`src/source/pool_pkg.sv`:
```
`default_nettype none

package pool_pkg;

    // stream and window geometry
    localparam int VALUE_BITS = 16;                     // bits per channel value
    localparam int CHANNELS   = 3;                      // lanes moving in lockstep
    localparam int POOL_SIZE  = 2;                      // window edge, rows and columns
    localparam int IMG_WIDTH  = 11;                     // input pixels per row
    localparam int O_WIDTH    = IMG_WIDTH / POOL_SIZE;  // whole windows per row
    localparam int I_WIDTH    = O_WIDTH * POOL_SIZE;    // columns that reach a window

    // 1 clamps every window at zero, 0 starts from the most negative value
    localparam bit RELU_EN = 1'b1;

    typedef logic signed [VALUE_BITS-1:0] pixel_t;

    typedef logic [$clog2(O_WIDTH+1)-1:0]   col_addr_t;  // line ram word, one per output column
    typedef logic [$clog2(IMG_WIDTH+1)-1:0] in_col_t;    // counts up to a full input row
    typedef logic [$clog2(POOL_SIZE+1)-1:0] win_cnt_t;   // pixels in a window, rows in a band

    // input side, one pass per window
    typedef enum logic [2:0] {
        st_fetch,    // column address on the ram
        st_load,     // running max seeded from floor or ram
        st_collect,  // taking the window's pixels of this row
        st_commit,   // max written back
        st_skip,     // swallowing cropped columns
        st_wait      // band complete, drain owns the ram
    } seq_state_t;

    // output side
    typedef enum logic [1:0] {
        st_idle,
        st_prime,
        st_show
    } drain_state_t;

endpackage

`default_nettype wire
```
`src/source/pool_layer_top.sv`:
```
`default_nettype none

// max pooling over all channels, one sequencer, one lane per channel, one drain
module pool_layer_top (
    input  wire logic             clk,
    input  wire logic             reset,
    input  wire pool_pkg::pixel_t i_data [pool_pkg::CHANNELS],
    input  wire logic             i_valid,
    input  wire logic             i_last,
    output logic                  o_in_ready,
    output pool_pkg::pixel_t      o_data [pool_pkg::CHANNELS],
    output logic                  o_valid,
    output logic                  o_last,
    input  wire logic             i_out_ready
);

    logic                load_floor;
    logic                load_ram;
    logic                take;
    logic                we;
    pool_pkg::col_addr_t wr_addr;
    pool_pkg::col_addr_t fill_rd_addr;  // sequencer's read address
    pool_pkg::col_addr_t rd_addr;       // what the lanes actually see
    logic                rows_done;
    logic                image_end;
    logic                drain_done;
    pool_pkg::pixel_t    lane_data [pool_pkg::CHANNELS];

    pool_sequencer u_sequencer (
        .clk            (clk),
        .reset          (reset),
        .i_valid        (i_valid),
        .i_last         (i_last),
        .i_drain_done   (drain_done),
        .o_in_ready     (o_in_ready),
        .o_load_floor   (load_floor),
        .o_load_ram     (load_ram),
        .o_take         (take),
        .o_we           (we),
        .o_wr_addr      (wr_addr),
        .o_fill_rd_addr (fill_rd_addr),
        .o_rows_done    (rows_done),
        .o_image_end    (image_end)
    );

    // controls broadcast, pixel split per channel
    for (genvar c = 0; c < pool_pkg::CHANNELS; c++) begin : g_lane
        pool_lane u_lane (
            .clk          (clk),
            .i_pixel      (i_data[c]),
            .i_load_floor (load_floor),
            .i_load_ram   (load_ram),
            .i_take       (take),
            .i_we         (we),
            .i_wr_addr    (wr_addr),
            .i_rd_addr    (rd_addr),
            .o_rd_data    (lane_data[c])
        );
    end

    pool_drain u_drain (
        .clk            (clk),
        .reset          (reset),
        .i_rows_done    (rows_done),
        .i_image_end    (image_end),
        .i_fill_rd_addr (fill_rd_addr),
        .i_lane_data    (lane_data),
        .i_out_ready    (i_out_ready),
        .o_rd_addr      (rd_addr),
        .o_data         (o_data),
        .o_valid        (o_valid),
        .o_last         (o_last),
        .o_drain_done   (drain_done)
    );

endmodule

`default_nettype wire

```
`src/source/pool_drain.sv`:
```
`default_nettype none

// output side, reads one finished row out of every lane
module pool_drain (
    input  wire logic                clk,
    input  wire logic                reset,
    input  wire logic                i_rows_done,
    input  wire logic                i_image_end,     // band holds the image's last pixel
    input  wire pool_pkg::col_addr_t i_fill_rd_addr,
    input  wire pool_pkg::pixel_t    i_lane_data [pool_pkg::CHANNELS],
    input  wire logic                i_out_ready,
    output pool_pkg::col_addr_t      o_rd_addr,       // applied to every lane ram
    output pool_pkg::pixel_t         o_data [pool_pkg::CHANNELS],
    output logic                     o_valid,
    output logic                     o_last,
    output logic                     o_drain_done
);

    pool_pkg::drain_state_t state_q;
    pool_pkg::drain_state_t state_n;
    pool_pkg::col_addr_t    addr_q;    // address the ram registered last edge
    logic                   last_col;
    logic                   xfer;
    logic                   done_n;

    assign o_valid  = (state_q == pool_pkg::st_show);
    assign xfer     = o_valid && i_out_ready;
    assign last_col = (addr_q == pool_pkg::col_addr_t'(pool_pkg::O_WIDTH - 1));
    assign o_last   = o_valid && last_col && i_image_end;

    always_comb begin
        state_n   = state_q;
        o_rd_addr = addr_q;   // hold, so ram output stays put under back-pressure
        done_n    = 1'b0;

        case (state_q)
            pool_pkg::st_idle: begin
                if (i_rows_done) begin
                    o_rd_addr = '0;
                    state_n   = pool_pkg::st_prime;
                end else begin
                    o_rd_addr = i_fill_rd_addr;   // sequencer owns the ram
                end
            end
            pool_pkg::st_prime: begin
                state_n = pool_pkg::st_show;      // word 0 lands on the ram output
            end
            pool_pkg::st_show: begin
                if (xfer) begin
                    if (last_col) begin
                        o_rd_addr = '0;
                        state_n   = pool_pkg::st_idle;
                        done_n    = 1'b1;
                    end else begin
                        o_rd_addr = addr_q + 1'b1;
                    end
                end
            end
            default: begin
                state_n = pool_pkg::st_idle;
            end
        endcase
    end

    // data only shown while valid
    always_comb begin
        for (int c = 0; c < pool_pkg::CHANNELS; c++) begin
            o_data[c] = o_valid ? i_lane_data[c] : '0;
        end
    end

    always_ff @(posedge clk) begin
        if (reset) begin
            state_q      <= pool_pkg::st_idle;
            addr_q       <= '0;
            o_drain_done <= 1'b0;
        end else begin
            state_q      <= state_n;
            addr_q       <= o_rd_addr;
            o_drain_done <= done_n;   // one cycle after the final transfer
        end
    end

endmodule

`default_nettype wire

```
`src/source/pool_sequencer.sv`:
```
`default_nettype none

// input side control, shared by all lanes
module pool_sequencer (
    input  wire logic           clk,
    input  wire logic           reset,
    input  wire logic           i_valid,
    input  wire logic           i_last,
    input  wire logic           i_drain_done,
    output logic                o_in_ready,     // registered level
    output logic                o_load_floor,
    output logic                o_load_ram,
    output logic                o_take,
    output logic                o_we,
    output pool_pkg::col_addr_t o_wr_addr,
    output pool_pkg::col_addr_t o_fill_rd_addr,
    output logic                o_rows_done,    // one cycle, band ready for drain
    output logic                o_image_end     // held until the drain is done
);

    pool_pkg::seq_state_t state_q;
    pool_pkg::seq_state_t state_n;
    pool_pkg::in_col_t    col_q;    // input pixels accepted in this row
    pool_pkg::in_col_t    col_n;
    pool_pkg::col_addr_t  addr_q;   // current output column
    pool_pkg::col_addr_t  addr_n;
    pool_pkg::win_cnt_t   win_q;    // pixels of this window in this row
    pool_pkg::win_cnt_t   win_n;
    pool_pkg::win_cnt_t   row_q;    // row within the band
    pool_pkg::win_cnt_t   row_n;
    logic                 in_ready_n;
    logic                 image_end_n;
    logic                 rows_done_n;
    logic                 accept;   // pixel transfer this cycle
    logic                 row_end;  // last pixel of the row is in

    assign accept = o_in_ready && i_valid;

    // same column for both, read in fetch, written in commit
    assign o_wr_addr      = addr_q;
    assign o_fill_rd_addr = addr_q;

    assign o_load_floor = (state_q == pool_pkg::st_load) && (row_q == '0);
    assign o_load_ram   = (state_q == pool_pkg::st_load) && (row_q != '0);
    assign o_take       = (state_q == pool_pkg::st_collect) && accept;
    assign o_we         = (state_q == pool_pkg::st_commit);

    always_comb begin
        state_n     = state_q;
        col_n       = col_q;
        addr_n      = addr_q;
        win_n       = win_q;
        row_n       = row_q;
        in_ready_n  = o_in_ready;
        image_end_n = o_image_end;
        rows_done_n = 1'b0;
        row_end     = 1'b0;

        // column count covers window and cropped pixels alike
        if (accept) begin
            col_n = col_q + 1'b1;
            if (i_last) begin
                image_end_n = 1'b1;
            end
        end

        case (state_q)
            pool_pkg::st_fetch: begin
                state_n = pool_pkg::st_load;   // ram data shows next cycle
            end
            pool_pkg::st_load: begin
                state_n    = pool_pkg::st_collect;
                in_ready_n = 1'b1;
            end
            pool_pkg::st_collect: begin
                if (accept) begin
                    win_n = win_q + 1'b1;
                    if (win_q == pool_pkg::win_cnt_t'(pool_pkg::POOL_SIZE - 1)) begin
                        state_n = pool_pkg::st_commit;
                        win_n   = '0;
                        // stay ready only if cropped columns come right after
                        in_ready_n = (pool_pkg::I_WIDTH != pool_pkg::IMG_WIDTH) &&
                                     (col_n == pool_pkg::in_col_t'(pool_pkg::I_WIDTH));
                    end
                end
            end
            pool_pkg::st_commit: begin
                if (col_q < pool_pkg::in_col_t'(pool_pkg::I_WIDTH)) begin
                    addr_n  = addr_q + 1'b1;   // next window of this row
                    state_n = pool_pkg::st_fetch;
                end else if (col_n == pool_pkg::in_col_t'(pool_pkg::IMG_WIDTH)) begin
                    row_end = 1'b1;            // no crop, or crop already taken here
                end else begin
                    state_n = pool_pkg::st_skip;
                end
            end
            pool_pkg::st_skip: begin
                if (col_n == pool_pkg::in_col_t'(pool_pkg::IMG_WIDTH)) begin
                    row_end = 1'b1;
                end
            end
            pool_pkg::st_wait: begin
                if (i_drain_done) begin
                    state_n     = pool_pkg::st_fetch;
                    image_end_n = 1'b0;
                end
            end
            default: begin
                state_n = pool_pkg::st_fetch;
            end
        endcase

        if (row_end) begin
            col_n      = '0;
            addr_n     = '0;
            in_ready_n = 1'b0;
            if (row_q == pool_pkg::win_cnt_t'(pool_pkg::POOL_SIZE - 1)) begin
                row_n       = '0;
                rows_done_n = 1'b1;           // hand the ram to the drain
                state_n     = pool_pkg::st_wait;
            end else begin
                row_n   = row_q + 1'b1;
                state_n = pool_pkg::st_fetch;
            end
        end
    end

    always_ff @(posedge clk) begin
        if (reset) begin
            state_q     <= pool_pkg::st_fetch;
            col_q       <= '0;
            addr_q      <= '0;
            win_q       <= '0;
            row_q       <= '0;
            o_in_ready  <= 1'b0;
            o_image_end <= 1'b0;
            o_rows_done <= 1'b0;
        end else begin
            state_q     <= state_n;
            col_q       <= col_n;
            addr_q      <= addr_n;
            win_q       <= win_n;
            row_q       <= row_n;
            o_in_ready  <= in_ready_n;
            o_image_end <= image_end_n;
            o_rows_done <= rows_done_n;
        end
    end

endmodule

`default_nettype wire

```
`src/source/pool_lane.sv`:
```
`default_nettype none

// one channel: running window max and the line ram behind it
module pool_lane (
    input  wire logic                clk,
    input  wire pool_pkg::pixel_t    i_pixel,       // this channel's share of the input pixel
    input  wire logic                i_load_floor,  // first row of a band
    input  wire logic                i_load_ram,    // later rows resume the stored max
    input  wire logic                i_take,        // pixel accepted inside a window
    input  wire logic                i_we,
    input  wire pool_pkg::col_addr_t i_wr_addr,
    input  wire pool_pkg::col_addr_t i_rd_addr,     // fill or drain address, muxed upstream
    output pool_pkg::pixel_t         o_rd_data
);

    // relu clamps at zero, otherwise start from the most negative value
    localparam pool_pkg::pixel_t FLOOR_VAL = pool_pkg::RELU_EN ? '0 :
        {1'b1, {(pool_pkg::VALUE_BITS-1){1'b0}}};

    pool_pkg::pixel_t run_max;   // max over the window so far, all rows of the band
    pool_pkg::pixel_t ram_data;

    always_ff @(posedge clk) begin
        if (i_load_floor) begin
            run_max <= FLOOR_VAL;
        end else if (i_load_ram) begin
            run_max <= ram_data;                           // read issued during fetch
        end else if (i_take && (i_pixel > run_max)) begin  // signed compare
            run_max <= i_pixel;
        end
    end

    pool_line_ram u_line_ram (
        .clk       (clk),
        .i_we      (i_we),
        .i_wr_addr (i_wr_addr),
        .i_wr_data (run_max),   // final after the last take, written on commit
        .i_rd_addr (i_rd_addr),
        .o_rd_data (ram_data)
    );

    assign o_rd_data = ram_data;  // drain reads the same port once the band is done

endmodule

`default_nettype wire

```
`src/source/pool_line_ram.sv`:
```
`default_nettype none

// partial maxima of one output row, one word per output column
module pool_line_ram (
    input  wire logic                clk,
    input  wire logic                i_we,       // commit of a window
    input  wire pool_pkg::col_addr_t i_wr_addr,
    input  wire pool_pkg::pixel_t    i_wr_data,
    input  wire pool_pkg::col_addr_t i_rd_addr,
    output pool_pkg::pixel_t         o_rd_data   // valid one cycle after the address
);

    pool_pkg::pixel_t mem [pool_pkg::O_WIDTH];

    always_ff @(posedge clk) begin
        if (i_we) begin
            mem[i_wr_addr] <= i_wr_data;
        end
        o_rd_data <= mem[i_rd_addr];  // sync read, maps onto block ram
    end

endmodule

`default_nettype wire

```
`config.mk`:
```
export PLATFORM = sky130hd
export DESIGN_NAME = pool_layer_top
export DESIGN_NICKNAME = d
export VERILOG_FILES = /design/src/source/pool_pkg.sv /design/src/source/pool_layer_top.sv /design/src/source/pool_drain.sv /design/src/source/pool_sequencer.sv /design/src/source/pool_lane.sv /design/src/source/pool_line_ram.sv
export SDC_FILE = /design/constraint.sdc
export NUM_CORES = 1
export LEC_CHECK = 0
export BUFFER_PORTS_ARGS = -buffer_cell sky130_fd_sc_hd__clkbuf_2
export CORE_MARGIN = 3
export CORE_UTILIZATION = 40
export CTS_CLUSTER_DIAMETER = 200
export DETAILED_ROUTE_END_ITERATION = 12
export GPL_ROUTABILITY_DRIVEN = 0
export PLACE_DENSITY_LB_ADDON = 0.12
export SLEW_MARGIN = 10
export SYNTH_ARGS = -nofsm -noshare
export SYNTH_HDL_FRONTEND = slang
export SYNTH_SLANG_ARGS = --single-unit
```
`constraint.sdc`:
```
create_clock -name clk -period 6.9 [get_ports clk]
set_clock_uncertainty 0.2 [all_clocks]
set_input_delay 1.035 -clock clk [delete_from_list [all_inputs] [get_ports clk]]
set_output_delay 1.035 -clock clk [all_outputs]
set_load 0.01 [all_outputs]
```
==> metrics.yaml <==
run_status:
  status: "finished, final reports clean"
global_route:
  grt.total_usage_pct: 17.6
  grt_overflow_total: 0
  grt_pass1_vias: 9306
  grt_max_degree: 193
  grt_pass1_wl_mm: 53.9
  antenna_found_initial: 0
drt:
  drtPass1Iterations: 4
  routed_wl_mm: 34.7
  routedWlPerCell_um: 19.6
  drt_iter0_drc: 562
  vias: 9415
  viasPerCell: 5.32
  drc: 0
  drtAntennaViolNets: 0
final_layout:
  antenna_cells: 0
  fin_nets: 1377
  drive_above_1_share_pct: 14.0
  fill_cells: 3283
  final_cell_count_no_fill: 1770
  fin_util_pct: 46.6
  design_area_um2: 17100
  syn2layout_area_growth_pct: 14.8
hold_path:
  hold_end: "g_lane[2].u_lane.u_line_ram.o_rd_data[11]"
  hold_class: "flop to flop"
  min_path_cells: 2
  hp-start: "g_lane[2].u_lane.u_line_ram.mem[4][11]"
floorplan:
  die_x_um: 199
  coreArea_um2: 36700
  io-pin-count: 104
  die_h_um: 199
  start_util_pct: 40.6
  die_area_um2: 39600
  rows: 70
timing:
  slew_headroom_pct: 26.2
  finalHoldWorstSlack_ps: 238
  rsz0062_at_grt: "no"
  max_freq_mhz: 263
  hold_violations: 0
  report.final.slew_viol_count: 0
  fin_crit_ps: 3810
  finalSetupViolCount: 0
  worst_pin_slew_ps: 1100
  setup_ws_ps: 3090
  period_share_pct: 55.2
  setup_tns_ps: 0
critical_path:
  reg2regPathDepth: 10
  reg2reg_to: "g_lane[1].u_lane.run_max[0]"
  worstPathRequired_ps: 7080
  timing.rr.start: "g_lane[1].u_lane.run_max[15]"
  rrSetupSlack_ps: 3200
  cp-end-kind: "flop"
  arrival_ps: 3990
  cp_max_fo: 17
  path_class: "primary input to flop"
  crit_path_start_kind: "primary input"
yosys:
  ys_types: 56
  yosysWarnings: 0
  syn_inst: 1189
  synth_edf_count: 240
  synth_seq_cells: 359
  synth_nets: 1294
  syn-mean-instance-area_um2: 12.5
  ys_top_cells_by_area: "edfxtp_1, dfxtp_1, a211oi_1"
  ys.flop_type: "edfxtp_1"
  synthArstFlopShare_pct: 0
  synth_area_um2: 14900
  synthTopCellsByCount: "edfxtp_1, dfxtp_1, nor2b_1"
  ys_seq_area_share_pct: 64.4
  synth_top_area_share_pct: 48.4
  synth_most_common_cell: "edfxtp_1"
  synth_area_leader_cell: "edfxtp_1"
clock_tree:
  numCtsBuffers: 39
  cts.repair.resized: 0
  cts_max_level: 2
  cts_tree: "built"
  cts_setup_buffers: 0
  cts.sinks: 359
  hold_buffers: 0
  cts_buffer_depth: 3
  clk_latency_ps: 520
  clock-root-buffer: "clkbuf_16"
  clkTransAtPathRegs_ps: 60
placed_design:
  placed_area_um2: 15900
  hpwl_mm: 20.1
  placedCellCount: 1699
  post-place-ws_ps: 2580
  io_buffers: 103
job:
  maxCapViolations: 0
power_and_ir_drop:
  power_mw: 4.76
  p_leak_nw: 5.91
  power.density_nw_per_um2: 278
  ir_worst_vdd_uv: 141
-- kinds of logic (layout without fill, tap and decap cells) --
group                    Yosys count  in the layout  synth area share, %
flip-flops                       359            359                 64.4
AND/OR/NAND/NOR                  347            347                 12.6
AO/OA/AOI/OAI                    286            286                 14.4
buffers and inverters            134            247                 3.66
adder cells (fa/ha/maj)           52             52                 4.37
XOR/XNOR                          10             10                0.588
multiplexers                       1              1               0.0672
-- worst max path at each step --
| stage | slack (ps) | cells after the start | to | startpoint |
|---|---|---|---|---|
| CTS | 3120 | 10 | g_lane[1].u_lane.run_max[0] | i_data[31] |
| finish | 3090 | 10 | g_lane[1].u_lane.run_max[0] | i_data[22] |
| floorplan | 340 | 3 | g_lane[0].u_lane.u_line_ram.mem[4][0] | u_sequencer.state_q[1] |
| global route | 2840 | 10 | g_lane[1].u_lane.run_max[0] | i_data[31] |
| global placement | 2610 | 9 | g_lane[0].u_lane.run_max[10] | i_data[37] |
| detailed placement | 2580 | 8 | g_lane[0].u_lane.run_max[12] | i_data[35] |
-- sequential cells by signal, indices dropped and copies added (netlist names), 2 cells and up --
name and flops:
u_sequencer.col_q 4, u_drain.state_q 2, u_drain.addr_q 3, g_lane.u_lane.run_max 48
u_sequencer.o_fill_rd_addr 3, g_lane.u_lane.u_line_ram.mem 240, g_lane.u_lane.u_line_ram.o_rd_data 48, u_sequencer.win_q 2
u_sequencer.row_q 2, u_sequencer.state_q 3
-- layer usage --
layer	vias up	share of wire [%]	GRT usage, %
li1	4614	-	-
met1	4581	48	25.0
met2	164	47	28.9
met3	56	3.7	2.59
met4	0	1.7	3.77
met5	-	0	0
-- report_power, final --
part / internal (mW) / total (mW) / switching [mW]
sequential: 2.39 / 2.47 / 0.0773
clock: 1.19 / 1.98 / 0.793
combinational: 0.117 / 0.315 / 0.197
total: 3.69 / 4.76 / 1.07
-- final cells by class --
cell class | count | area, µm² | share of cell area, %
clock buffer | 65 | 1170 | 6.82
clock inverter | 6 | 51.3 | 0.300
inverter | 58 | 218 | 1.27
multi-input combinational | 696 | 4850 | 28.4
sequential | 359 | 9590 | 56.1
tap | 468 | 586 | 3.42
timing repair buffer | 118 | 641 | 3.75
-- layout by cell type (no fill, tap or decap), drive strengths merged, types with 5 or more instances in the layout --
master and n:
a211oi 98, a21boi 15, a21o 6, a21oi 28
a221o 16, a22oi 16, and2 52, buf 15
clkbuf 168, clkinv 5, dfxtp 119, edfxtp 240
ha 52, inv 58, nand2 85, nand3 25
nand4 10, nor2 37, nor2b 104, nor3 6
nor4b 6, o21ai 9, o311ai 15, o31ai 63
xor2 6
-- critical path, cell delays in order --
cell and delay (ps):
clkbuf_2 100, ha_1 330, a41oi_1 230, o21ai_0 160
a2111oi_0 530, a21oi_1 210, a2111oi_4 750, buf_4 350
mux2i_1 210, a21oi_1 80
Power figures use the tool's default switching activity.
